===== src/design/rv_pkg.sv =====
package rv_pkg;

    // ==========================================================================
    // basic widths
    // ==========================================================================
    localparam int XLEN = 32;

    typedef logic [XLEN-1:0] word_t;     // data / address word
    typedef logic [4:0]      reg_addr_t; // x0..x31

    typedef enum logic [6:0] {
        OP_LUI    = 7'b0110111,
        OP_AUIPC  = 7'b0010111,
        OP_JAL    = 7'b1101111,
        OP_JALR   = 7'b1100111,
        OP_BRANCH = 7'b1100011,
        OP_LOAD   = 7'b0000011,
        OP_STORE  = 7'b0100011,
        OP_IMM    = 7'b0010011,
        OP_REG    = 7'b0110011
    } opcode_e;

    typedef enum logic [3:0] {
        ALU_ADD  = 4'b0000,
        ALU_SUB  = 4'b0001,
        ALU_SLL  = 4'b0010,
        ALU_SLT  = 4'b0011,  // signed compare
        ALU_SLTU = 4'b0100,  // unsigned compare
        ALU_XOR  = 4'b0101,
        ALU_SRL  = 4'b0110,
        ALU_SRA  = 4'b0111,
        ALU_OR   = 4'b1000,
        ALU_AND  = 4'b1001
    } alu_op_e;

    // ==========================================================================
    // instruction formats, msb first
    // ==========================================================================
    typedef struct packed {
        logic [6:0] funct7;
        reg_addr_t  rs2;
        reg_addr_t  rs1;
        logic [2:0] funct3;
        reg_addr_t  rd;
        opcode_e    opcode;
    } r_fmt_t;

    typedef struct packed {
        logic [11:0] imm;  // imm[11:0], imm[10] is the srai bit
        reg_addr_t   rs1;
        logic [2:0]  funct3;
        reg_addr_t   rd;
        opcode_e     opcode;
    } i_fmt_t;

    typedef struct packed {
        logic [6:0] imm_hi;  // imm[11:5]
        reg_addr_t  rs2;
        reg_addr_t  rs1;
        logic [2:0] funct3;
        logic [4:0] imm_lo;  // imm[4:0]
        opcode_e    opcode;
    } s_fmt_t;

    typedef struct packed {
        logic       imm_12;
        logic [5:0] imm_10_5;
        reg_addr_t  rs2;
        reg_addr_t  rs1;
        logic [2:0] funct3;
        logic [3:0] imm_4_1;
        logic       imm_11;
        opcode_e    opcode;
    } b_fmt_t;

    typedef struct packed {
        logic [19:0] imm;  // imm[31:12]
        reg_addr_t   rd;
        opcode_e     opcode;
    } u_fmt_t;

    typedef struct packed {
        logic       imm_20;
        logic [9:0] imm_10_1;
        logic       imm_11;
        logic [7:0] imm_19_12;
        reg_addr_t  rd;
        opcode_e    opcode;
    } j_fmt_t;

    // one word, six views; opcode sits in the same bits everywhere
    typedef union packed {
        r_fmt_t r;
        i_fmt_t i;
        s_fmt_t s;
        b_fmt_t b;
        u_fmt_t u;
        j_fmt_t j;
    } instr_u;

    typedef struct packed {
        reg_addr_t  rd;
        reg_addr_t  rs1;
        reg_addr_t  rs2;
        word_t      imm;        // sign-extended
        alu_op_e    alu_op;
        logic [2:0] funct3;     // branch cond / mem size
        logic       use_imm;    // alu b = imm
        logic       rd_we;
        logic       is_load;
        logic       is_store;
        logic       is_branch;
        logic       is_jal;
        logic       is_jalr;
        logic       is_lui;
        logic       is_auipc;
    } dec_t;

    localparam word_t NOP_INSTR = 32'h0000_0013;  // addi x0,x0,0

endpackage

===== src/design/rv_decoder.sv =====
`timescale 1ns/1ps

module rv_decoder import rv_pkg::*; (
    input  instr_u instr_i,  // from instruction register
    output dec_t   dec_o
);

    // funct3/funct7 -> alu op, shared by reg and imm forms
    function automatic alu_op_e funct_to_alu(input logic [2:0] f3, input logic f7b5,
                                             input logic is_reg);
        case (f3)
            3'b000:  return (is_reg && f7b5) ? ALU_SUB : ALU_ADD;  // no subi
            3'b001:  return ALU_SLL;
            3'b010:  return ALU_SLT;
            3'b011:  return ALU_SLTU;
            3'b100:  return ALU_XOR;
            3'b101:  return f7b5 ? ALU_SRA : ALU_SRL;
            3'b110:  return ALU_OR;
            default: return ALU_AND;
        endcase
    endfunction

    always_comb begin
        dec_o        = '0;        // unknown opcode -> nop
        dec_o.alu_op = ALU_ADD;
        case (instr_i.r.opcode)
            OP_REG: begin
                dec_o.rd     = instr_i.r.rd;
                dec_o.rs1    = instr_i.r.rs1;
                dec_o.rs2    = instr_i.r.rs2;
                dec_o.funct3 = instr_i.r.funct3;
                dec_o.alu_op = funct_to_alu(instr_i.r.funct3, instr_i.r.funct7[5], 1'b1);
                dec_o.rd_we  = 1'b1;
            end
            OP_IMM, OP_LOAD, OP_JALR: begin
                dec_o.rd      = instr_i.i.rd;
                dec_o.rs1     = instr_i.i.rs1;
                dec_o.funct3  = instr_i.i.funct3;
                dec_o.imm     = {{20{instr_i.i.imm[11]}}, instr_i.i.imm};
                dec_o.use_imm = 1'b1;
                dec_o.rd_we   = 1'b1;
                dec_o.is_load = (instr_i.i.opcode == OP_LOAD);
                dec_o.is_jalr = (instr_i.i.opcode == OP_JALR);
                if (instr_i.i.opcode == OP_IMM) begin
                    dec_o.alu_op = funct_to_alu(instr_i.i.funct3, instr_i.i.imm[10], 1'b0);
                end
            end
            OP_STORE: begin
                dec_o.rs1      = instr_i.s.rs1;
                dec_o.rs2      = instr_i.s.rs2;  // store data
                dec_o.funct3   = instr_i.s.funct3;
                dec_o.imm      = {{20{instr_i.s.imm_hi[6]}}, instr_i.s.imm_hi, instr_i.s.imm_lo};
                dec_o.use_imm  = 1'b1;
                dec_o.is_store = 1'b1;
            end
            OP_BRANCH: begin
                dec_o.rs1       = instr_i.b.rs1;
                dec_o.rs2       = instr_i.b.rs2;
                dec_o.funct3    = instr_i.b.funct3;
                dec_o.imm       = {{19{instr_i.b.imm_12}}, instr_i.b.imm_12, instr_i.b.imm_11,
                                   instr_i.b.imm_10_5, instr_i.b.imm_4_1, 1'b0};
                dec_o.is_branch = 1'b1;
                case (instr_i.b.funct3)
                    3'b000, 3'b001: dec_o.alu_op = ALU_SUB;   // beq/bne via zero
                    3'b110, 3'b111: dec_o.alu_op = ALU_SLTU;  // bltu/bgeu
                    default:        dec_o.alu_op = ALU_SLT;   // blt/bge
                endcase
            end
            OP_LUI, OP_AUIPC: begin
                dec_o.rd       = instr_i.u.rd;
                dec_o.imm      = {instr_i.u.imm, 12'b0};
                dec_o.use_imm  = 1'b1;
                dec_o.rd_we    = 1'b1;
                dec_o.is_lui   = (instr_i.u.opcode == OP_LUI);
                dec_o.is_auipc = (instr_i.u.opcode == OP_AUIPC);
            end
            OP_JAL: begin
                dec_o.rd     = instr_i.j.rd;
                dec_o.imm    = {{11{instr_i.j.imm_20}}, instr_i.j.imm_20, instr_i.j.imm_19_12,
                                instr_i.j.imm_11, instr_i.j.imm_10_1, 1'b0};
                dec_o.rd_we  = 1'b1;
                dec_o.is_jal = 1'b1;
            end
            default: ;
        endcase
        dec_o.rd_we = dec_o.rd_we && (dec_o.rd != '0);  // x0 never written
    end

endmodule


===== config.mk =====
export PLATFORM = sky130hd
export DESIGN_NAME = rv_decoder
export DESIGN_NICKNAME = d
export VERILOG_FILES = /design/src/design/rv_pkg.sv /design/src/design/rv_decoder.sv
export SDC_FILE = /design/constraint.sdc
export NUM_CORES = 1
export LEC_CHECK = 0
export ABC_CLOCK_PERIOD_IN_PS = 1700
export BUFFER_PORTS_ARGS = -buffer_cell sky130_fd_sc_hd__buf_2
export CAP_MARGIN = 10
export CORE_ASPECT_RATIO = 1.5
export CORE_MARGIN = 5
export CORE_UTILIZATION = 35
export DETAILED_ROUTE_END_ITERATION = 10
export GPL_ROUTABILITY_DRIVEN = 0
export PLACE_DENSITY = 0.84
export SLEW_MARGIN = 10
export SYNTH_ARGS = -nofsm -noshare
export SYNTH_HDL_FRONTEND = slang
export SYNTH_SLANG_ARGS = --single-unit

===== constraint.sdc =====
create_clock -name vclk -period 1.7
set_input_delay 0.17 -clock vclk [all_inputs]
set_output_delay 0.17 -clock vclk [all_outputs]
set_load 0.01 [all_outputs]

Word-level counts from Yosys, hierarchy flattened. Index checks and enable logic that the tools add are counted.

Flip-flop bits (word level): 0. Bits of input ports: 32. Logic and storage cells: 47.

Eq/ne operators: 16. Multiplexer cells: 20. Reductions and logical operators: 11.

Operators by type and width (number): 32-bit one-hot mux with 5 select lines (1); 4-bit one-hot mux with 7 select lines (2); 7-bit by 6-bit equality test with 1-bit output (second input constant) (3); 7-bit equality test (second input constant) (3); 5-bit two-way mux (3); 7-bit by 5-bit equality test with 1-bit output (second input constant) (2); 3-bit equality test (second input constant) (4); 4-bit one-hot mux with 3 select lines (1); 6-bit OR reduction (2); 1-bit two-way mux (9); 7-bit by 2-bit equality test with 1-bit output (second input constant) (1); 7-bit OR reduction (1); 3-bit by 2-bit equality test with 1-bit output (second input constant) (2); 3-bit one-hot mux with 2 select lines (1); 2-bit OR reduction (3); 3-bit OR reduction (2); 5-bit nonzero test (1); 4-bit two-way mux (1); 3-bit by 1-bit equality test with 1-bit output (second input constant) (1); 3-bit logical NOT (1); 3-bit two-way mux (1); 2-bit two-way mux (1); 1-bit logical AND (1).

Logic depth before layout (Yosys ltp). Gate-level depths: netlist of the first run.

Word-level depth: 5. Gate-level depth with buffers: 7.

Least setup slack after synthesis of the first run. OpenSTA, ideal clock, no wires.

Kind: input to output. Start point: input port instr_i[2] (netlist name). End point: output port dec_o[16] (netlist name). Data arrival time: 1.372 ns. Required time: 1.530 ns. Setup slack: 0.158 ns. Stages: 5. Path buffers: 2. Cells stage by stage: buf_6 > nand4bb_1 > buf_2 > nor4_1 > a22o_1.

RTL lines: from (decl) (line rv_decoder.sv:4) `input instr_u instr_i,`; to (decl) (line rv_decoder.sv:5) `output dec_t dec_o`.

==> results.rst, run 1 <==
.. list-table::
   :header-rows: 1

   * - Metric
     - Value
   * - Status
     - finished clean
   * - Max incr delay on CP
     - 0.33 ns
   * - Crit path capture type
     - output pin
   * - Count of mapped cells out of synthesis
     - 125
   * - Number of endpoints failing setup at the final stage
     - 0
   * - Average wire per standard cell
     - 13.8 um
   * - Total power divided by cell area
     - 143 nW/um^2
   * - Final worst path period need
     - 1.58 ns
   * - Overall global routing resource usage
     - 0.187
   * - Initial antenna violation count
     - 0
   * - Critical-path maximum fanout
     - 14
   * - Endpoint with the worst hold slack
     - dec_o[32]
   * - Violation count after the first detailed-route iteration
     - 17
   * - Yosys warnings
     - 0
   * - Number of remaining DRC errors
     - 0
   * - Max Cap Viol
     - 0
   * - Vias after detailed routing
     - 1281
   * - Crit-path leading delay family
     - buffers and inverters
   * - RSZ-0062 raised after global routing
     - no
   * - Initial core utilization
     - 0.361
   * - Leading cell types in the layout, fill and taps excluded
     - buf_2 (95), a21o_1 (20), and2_1 (19)
   * - Startpoint Class
     - primary input
   * - Ratio of final minimum period to clock period
     - 0.930
   * - Mean area per synthesized cell
     - 6.45 um^2
   * - Achievable Freq
     - 632 MHz
   * - Worst Hold Margin
     - 0.629 ns
   * - Number of I/O port buffers
     - 95
   * - Number of vias per cell after detailed routing
     - 5.27
   * - Fraction of the yosys area taken by sequential cells
     - 0
   * - Area taken by flip-flops and latches
     - 0 um^2
   * - Area overhead of the layout relative to synthesis
     - 64.9%
   * - Final count of pins violating max slew
     - 0
   * - Worst IR Drop VDD
     - 0.0831 mV
   * - Total Neg Setup Slack
     - 0 ns
   * - Width of the chip
     - 49.2 um
   * - CP max-delay cell
     - nor3_1
   * - Placeable core region
     - 2230 um^2
   * - DPL Wire Length
     - 2850 um
   * - Multi-input gate area in the final layout
     - 727 um^2
   * - I/O pin count
     - 95
   * - Arrival time at the worst endpoint
     - 1.41 ns
   * - Fraction of final layout cells with drive strength greater than 1
     - 0.500
   * - Hold path cells
     - 3
   * - Critical setup path kind
     - in -> out
   * - Area of the mapped netlist
     - 806 um^2
   * - Worst hold start
     - instr_i[16]
   * - Vert. Die Dim
     - 68.8 um
   * - Antenna Violating Nets Remaining
     - 0
   * - Leakage power
     - 0.955 nW
   * - Nets@finish
     - 254
   * - Count of different cell masters after synthesis
     - 36
   * - Antenna diode instance count
     - 0
   * - Final wirelength
     - 3360 um
   * - Cell row count
     - 21
   * - Count of endpoints failing hold in the final timing report
     - 0
   * - Congestion Overflow GR
     - 0
   * - Number of clock buffer instances in the layout
     - 0
   * - Vias in the first global route
     - 1277
   * - Transition time at the pin with the least slew margin
     - 0.424 ns
   * - Post-CTS Resized
     - 0
   * - Total nets after synthesis
     - 157
   * - Cells traversed along the worst timing path
     - buf_2, nand2b_1, nor3_1, buf_4, a21o_1, buf_2
   * - Postcts setup bufs
     - 0
   * - Seq cells
     - 0
   * - Most common library cell in the layout ignoring fill and taps
     - buf_2
   * - CTS hold repair buffers
     - 0
   * - Largest net degree at the start of global routing
     - 15
   * - Count of fill cells added during filler insertion
     - 259
   * - CP bufs+invs
     - 3
   * - Class of the most critical hold timing path
     - in -> out
   * - Crit-path most repeated cell
     - buf_2
   * - First-pass detailed-route iteration total
     - 4
   * - Floorplan die area
     - 3380 um^2
   * - Slew margin rel.
     - 0.714
   * - Data required time of the worst path
     - 1.53 ns
   * - Wire length of the first global-routing pass
     - 5460 um
## worst max-delay path by stage
stage	slack (ns)	startpoint	to	depth (start not counted)
after floorplan	0.16	instr_i[2]	dec_o[16]	5
after detailed placement	0.12	instr_i[2]	dec_o[27]	7
after CTS	0.12	instr_i[2]	dec_o[27]	7
final	0.12	instr_i[6]	dec_o[44]	6
after global routing	0.01	instr_i[6]	dec_o[19]	5
after global placement	0.13	instr_i[2]	dec_o[27]	7
## logic make-up after synthesis
family                 count (synthesis)  share of synthesized area
multiplexers                           1                     0.0124
AO/OA/AOI/OAI                         49                      0.453
buffers and inverters                 16                     0.0978
AND/OR/NAND/NOR                       59                      0.436
## per-layer routing
layer | global-route usage | share of wire
met1 | 0.204 | 0.36
met2 | 0.382 | 0.53
met3 | 0.0409 | 0.11
met4 | 0.00337 | 0
met5 | 0 | 0
## synthesized netlist by cell type
master | number | share of area
and2_1 | 19 | 0.15
a211oi_1 | 3 | 0.028
nand2_1 | 4 | 0.019
and2_4 | 1 | 0.011
buf_1 | 1 | 0.0047
or2_2 | 1 | 0.0078
nand3b_1 | 2 | 0.019
or3_4 | 1 | 0.014
a21oi_2 | 1 | 0.011
o21a_1 | 2 | 0.019
nand4bb_1 | 1 | 0.014
or3_1 | 2 | 0.016
o21ai_0 | 3 | 0.019
nand2b_1 | 1 | 0.0078
a21boi_0 | 1 | 0.0093
o211ai_1 | 1 | 0.0093
nand3_1 | 2 | 0.012
a22o_1 | 6 | 0.065
a2111oi_2 | 1 | 0.019
nor4_1 | 1 | 0.0078
buf_2 | 3 | 0.019
nand4b_1 | 1 | 0.011
o22a_1 | 1 | 0.011
clkbuf_1 | 4 | 0.019
nor3_1 | 5 | 0.031
o311a_1 | 1 | 0.012
o2111ai_1 | 1 | 0.011
a21o_1 | 20 | 0.19
or4_1 | 1 | 0.0093
inv_1 | 6 | 0.028
a21oi_1 | 7 | 0.043
o221ai_1 | 1 | 0.011
buf_6 | 2 | 0.028
mux2i_1 | 1 | 0.012
nor2_1 | 7 | 0.033
nor2b_1 | 10 | 0.078
## power by group
group / internal (mW) / switching [mW] / leakage (nW)
sequential: 0 / 0 / 0
combinational: 0.0856 / 0.105 / 0.955
clock: 0 / 0 / 0
total: 0.0856 / 0.105 / 0.955
## stage by stage
stage	instance area, um^2	total power [mW]	instances	utilization	worst slack, ns
floorplan	806	0.0988	125	-	0.158
global placement	1330	0.185	243	0.595	0.133
detailed placement	1330	0.190	243	0.595	0.118
CTS	1330	0.191	243	0.595	0.118
global route	1330	0.211	243	0.595	0.0143
finish	1330	0.190	243	0.595	0.119
## cell type report
cell class	instances	share of cell area
tap	23	0.0217
inverter	6	0.0169
timing repair buffer	105	0.414
multi-input combinational	109	0.547
(Power assumes the default switching activity.)
==> inputs of run 2 (changes only) <==
ABC_AREA = 1   (was default)
BUFFER_PORTS_ARGS = -buffer_cell sky130_fd_sc_hd__buf_4   (was -buffer_cell sky130_fd_sc_hd__buf_2)
CORE_UTILIZATION = 38   (was 35)
PLACE_DENSITY = 0.86   (was 0.84)
==> run 2 against run 1 <==
  * Sequential share of layout area is the same
  * First-iteration DRC count shrank 29%
  * Total power grew 17%
  * Via count grew 4.5%
  * Highest routed layer is now met4
  * Count of clock-buffer cells in the layout is the same
  * Utilization grew 9.5 points
  * Design area grew 24%
  * Combinational power grew 18%
==> results.rst, run 2 <==
.. list-table::
   :header-rows: 1

   * - Metric
     - Value
   * - Placeable core region
     - 2390 um^2
   * - Count of mapped cells out of synthesis
     - 159
   * - Cell type with the largest total area after synthesis
     - o211ai_2
   * - Cells taking the most area after synthesis
     - o211ai_2 (14%), inv_1 (13%), nor2_1 (12%)
   * - Startpoint Class
     - primary input
   * - Status
     - finished clean
   * - Initial antenna violation count
     - 0
   * - First-pass detailed-route iteration total
     - 4
   * - Count of endpoints failing hold in the final timing report
     - 0
   * - Postcts setup bufs
     - 0
   * - I/O pin count
     - 95
   * - Congestion Overflow GR
     - 0
   * - Critical setup path kind
     - in -> out
   * - Area overhead of the layout relative to synthesis
     - 79.1%
   * - Yosys warnings
     - 0
   * - Final worst path period need
     - 1.54 ns
   * - Length of routed met2 wiring
     - 1740 um
   * - Critical-path maximum fanout
     - 6
   * - DPL Wire Length
     - 2840 um
   * - Violation count after the first detailed-route iteration
     - 12
   * - Initial core utilization
     - 0.385
   * - RSZ-0062 raised after global routing
     - no
   * - Class of the most critical hold timing path
     - in -> out
   * - Hold path cells
     - 4
   * - Achievable Freq
     - 649 MHz
   * - Cell row count
     - 22
   * - Leading cell types in the layout, fill and taps excluded
     - buf_4 (98), inv_1 (31), nor2_1 (30)
   * - CTS hold repair buffers
     - 0
   * - Metal-1 WL
     - 1100 um
   * - Max Cap Viol
     - 0
   * - Worst hold start
     - instr_i[9]
   * - Leakage power
     - 1.02 nW
   * - Nets@finish
     - 288
   * - Post-CTS Resized
     - 0
   * - Antenna diode instance count
     - 0
   * - Total power divided by cell area
     - 135 nW/um^2
   * - Fraction of the yosys area taken by sequential cells
     - 0
   * - Met3 Routed Length
     - 344 um
   * - Seq cells
     - 0
   * - Post-Synth XOR/XNOR Area
     - 0
   * - Yosys top cell area share
     - 0.136
   * - Mux share of post-synthesis cell area
     - 0
   * - Adder-cell share of the synthesized area
     - 0
   * - Crit path capture type
     - output pin
   * - Vias after detailed routing
     - 1339
   * - Arrival time at the worst endpoint
     - 1.37 ns
   * - Worst path setup slack after routing
     - 0.160 ns
   * - Vert. Die Dim
     - 70.3 um
   * - Floorplan die area
     - 3530 um^2
   * - Largest net degree at the start of global routing
     - 13
   * - Dpl ws
     - 0.150 ns
   * - Wire length of the first global-routing pass
     - 5130 um
   * - Total nets after synthesis
     - 191
   * - Final core utilization
     - 0.690
   * - Fraction of final layout cells with drive strength greater than 1
     - 0.555
   * - Data required time of the worst path
     - 1.53 ns
   * - Width of the chip
     - 50.2 um
   * - Most used standard cell by instance count after synthesis
     - inv_1
   * - Number of I/O port buffers
     - 95
   * - Final wirelength
     - 3220 um
   * - Average wire per standard cell
     - 11.6 um
   * - Antenna Violating Nets Remaining
     - 0
   * - Slew margin rel.
     - 0.772
   * - Worst IR Drop VDD
     - 0.0674 mV
   * - Ratio of final minimum period to clock period
     - 0.906
   * - Transition time at the pin with the least slew margin
     - 0.338 ns
   * - Number of vias per cell after detailed routing
     - 4.82
   * - Top metal layer carrying routed signals
     - met4
   * - Number of endpoints failing setup at the final stage
     - 0
   * - Vias in the first global route
     - 1234
   * - Total instance count after detailed placement
     - 278
   * - Number of clock buffer instances in the layout
     - 0
   * - Mean area per synthesized cell
     - 5.80 um^2
   * - Most common library cell in the layout ignoring fill and taps
     - buf_4
   * - Final count of pins violating max slew
     - 0
   * - Compound-Gate Fraction of Synth Area
     - 0.328
   * - Overall global routing resource usage
     - 0.166
   * - Combinational family with the most area after synthesis
     - simple AND/OR/NAND/NOR gates
   * - Number of remaining DRC errors
     - 0
   * - Final cell count without fillers
     - 278
   * - Endpoint with the worst hold slack
     - dec_o[7]
   * - Commonest cells post-synth
     - inv_1 (31), nor2_1 (30), nand2_1 (17), inv_2 (11), o211ai_2 (10)
   * - Count of different cell masters after synthesis
     - 28
   * - Total Neg Setup Slack
     - 0 ns
   * - Post-synthesis share of cell area spent on and, or, nand and nor gates
     - 0.461
   * - Area of the mapped netlist
     - 922 um^2
   * - Area taken by flip-flops and latches
     - 0 um^2
[run 2: cell count changes after synthesis, moves of 11 or more]
cell | before | now
and2_1 | 19 | 0
nand2_1 | 4 | 17
a21o_1 | 20 | 0
nor2_1 | 7 | 30
inv_2 | 0 | 11
inv_1 | 6 | 31
[run 2: worst max-delay path by stage]
stage	cells after the start	slack (ns)	startpoint	to
6_report	10	0.16	instr_i[1]	dec_o[22]
5_1_grt	10	0.04	instr_i[1]	dec_o[32]
3_5_place_dp	10	0.15	instr_i[1]	dec_o[22]
3_3_place_gp	10	0.18	instr_i[1]	dec_o[31]
4_1_cts	10	0.15	instr_i[1]	dec_o[22]
2_1_floorplan	7	0.45	instr_i[3]	dec_o[47]
[run 2: metrics by stage]
step	power [mW]	hold slack [ns]	instance area (um^2)
detailed placement	0.225	0.640	1650
finish	0.224	0.638	1650
floorplan	0.102	0.382	922
global route	0.245	0.657	1650
global placement	0.223	0.646	1650
CTS	0.226	0.641	1650
[run 2: final cells by class]
| class | instances | area (um^2) |
|---|---|---|
| repair buffers | 98 | 736 |
| well taps | 24 | 30.0 |
| multi-input cells | 114 | 728 |
| fillers | 225 | 743 |
| inverters | 42 | 158 |
[run 2: layer usage]
layer	vias up	GRT usage
li1	695	-
met4	0	0.0233
met5	-	0
met1	586	0.188
met3	4	0.0299
met2	54	0.315
[run 2: cell families (layout without fill, tap and decap cells)]
family / Yosys count / in the layout
AND/OR/NAND/NOR: 75 / 75
AO/OA/AOI/OAI: 39 / 39
buffers and inverters: 45 / 140
[run 2: power breakdown]
part / leakage (nW) / total [mW] / internal, mW / switching, mW
Clock: 0 / 0 / 0 / 0
Combinational: 1.02 / 0.224 / 0.110 / 0.114
Sequential: 0 / 0 / 0 / 0
[run 2: critical path, cell delays in order]
cell and delay (ns):
buf_4 0.11, nand2_1 0.07, inv_2 0.05, nand2_1 0.17, nor2_4 0.06, nor2_4 0.16, nand2_8 0.10, nor3_4 0.25
nor2_1 0.08, buf_4 0.15
==> inputs of run 3 (changes only) <==
ABC_CLOCK_PERIOD_IN_PS = 1250   (was 1700)
CORE_UTILIZATION = 34   (was 38)
PLACE_DENSITY = 0.81   (was 0.86)
clock period = 1.25 ns   (was 1.7 ns; I/O delays follow)
==> run 3 against run 2 <==
  * The flow now finishes with violations (setup timing)
  * Die area up 9.7%
  * Total power rose by 67%
  * Count of clock-buffer cells in the layout unchanged
  * Global-route usage grew 2.5 points
  * Critical endpoint is now dec_o[20]
==> results.rst, run 3 (synthesized netlist as in run 2, its figures left out) <==
.. list-table::
   :header-rows: 1

   * - Metric
     - Value
   * - Status
     - complete, but fails checks
   * - Failing checks
     - setup timing
   * - Number of clock buffer instances in the layout
     - 0
   * - Area taken by flip-flops and latches
     - 0 um^2
   * - Worst path setup slack after routing
     - -0.147 ns
   * - Metal-1 WL
     - 1320 um
   * - Ratio of final minimum period to clock period
     - 1.12
   * - Wire length of the first global-routing pass
     - 6080 um
   * - Nets@finish
     - 311
   * - Critical setup path kind
     - in -> out
   * - Initial antenna violation count
     - 0
   * - Critical Path Start
     - instr_i[0]
   * - Leakage power
     - 1.17 nW
   * - Average wire per standard cell
     - 12.9 um
   * - Violation count after the first detailed-route iteration
     - 10
   * - Vias in the first global route
     - 1469
   * - DPL Wire Length
     - 3070 um
   * - Floorplan die area
     - 3870 um^2
   * - Leading cell types in the layout, fill and taps excluded
     - buf_4 (109), inv_1 (30), nor2_1 (24)
   * - Transition time at the pin with the least slew margin
     - 0.338 ns
   * - Max Cap Viol
     - 0
   * - Placeable core region
     - 2650 um^2
   * - Slew margin rel.
     - 0.772
   * - Vias after detailed routing
     - 1478
   * - Area overhead of the layout relative to synthesis
     - 121%
   * - Data required time of the worst path
     - 1.12 ns
   * - I/O pin count
     - 95
   * - Class of the most critical hold timing path
     - in -> out
   * - Length of routed met2 wiring
     - 2280 um
   * - Antenna diode instance count
     - 0
   * - Total Neg Setup Slack
     - -4.75 ns
   * - Final worst path period need
     - 1.40 ns
   * - Number of endpoints failing setup at the final stage
     - 50
   * - Arrival time at the worst endpoint
     - 1.27 ns
   * - Final count of pins violating max slew
     - 0
   * - Cell row count
     - 23
   * - Top metal layer carrying routed signals
     - met4
   * - Number of vias per cell after detailed routing
     - 4.71
   * - Critical-path maximum fanout
     - 5
   * - Number of remaining DRC errors
     - 0
   * - First-pass detailed-route iteration total
     - 4
   * - Most common library cell in the layout ignoring fill and taps
     - buf_4
   * - Number of I/O port buffers
     - 95
   * - Total instance count after detailed placement
     - 307
   * - Startpoint Class
     - primary input
   * - Dpl ws
     - -0.207 ns
   * - Final core utilization
     - 0.771
   * - Achievable Freq
     - 716 MHz
   * - Largest net degree at the start of global routing
     - 13
   * - Fraction of final layout cells with drive strength greater than 1
     - 0.671
   * - Worst Hold Margin
     - 0.551 ns
   * - Total power divided by cell area
     - 184 nW/um^2
   * - PnR Total Power
     - 375 uW
   * - RSZ-0062 raised after global routing
     - yes
   * - Seq cells
     - 0
   * - Final wirelength
     - 4050 um
   * - Worst IR Drop VDD
     - 0.124 mV
   * - Count of endpoints failing hold in the final timing report
     - 0
   * - Initial core utilization
     - 0.348
   * - Met3 Routed Length
     - 404 um
   * - Vert. Die Dim
     - 73.8 um
   * - Post-Layout Inst Area
     - 2040 um^2
   * - Final cell count without fillers
     - 314
   * - Overall global routing resource usage
     - 0.192
   * - Crit path capture type
     - output pin
   * - Width of the chip
     - 52.5 um
   * - Worst hold start
     - instr_i[9]
   * - Antenna Violating Nets Remaining
     - 0
   * - Post-place instance area
     - 1800 um^2
   * - Congestion Overflow GR
     - 0
## run 3: cell count changes in the layout (fill, tap and decap cells not counted), sizes merged
cell | previous run | this run
buf | 98 | 120
nor2 | 43 | 44
## run 3: layout make-up
cell class                 instances  area, um^2
timing repair buffer             120         955
multi-input combinational        115         871
fill                             230         606
inverter                          42         170
tap                               37        46.3
## run 3: what timing repair did
action | 4_1_cts | 5_1_grt
pin swaps | 8 | 10
resized for setup | 34 | 16
cloned | 1 | 0
hold buffers | 0 | 0
setup buffers | 3 | 4
setup endpoints to repair | 54 | 56
## run 3: worst max-delay path, cell delays in order
cell	delay, ns
buf_6	0.10
nand2_4	0.07
inv_6	0.05
nand2_4	0.08
nor2_4	0.04
nor2_4	0.20
buf_6	0.14
inv_4	0.04
nor2_4	0.20
o22ai_2	0.09
buf_4	0.15
## run 3: worst paths after layout
path | end | slack, ns | cells past startpoint
setup / recovery | dec_o[20] | -0.15 | 11
hold / removal | dec_o[7] | 0.55 | 4
## run 3: where the power goes
group	leakage (nW)	total, mW	switching [mW]	internal (mW)
logic	1.17	0.375	0.191	0.184
registers	0	0	0	0
clock network	0	0	0	0
## run 3: layer usage
metal / global-route usage / up-vias
met5: 0 / -
met4: 0.0256 / 0
met3: 0.0385 / 4
met2: 0.396 / 62
met1: 0.190 / 667
li1: - / 745
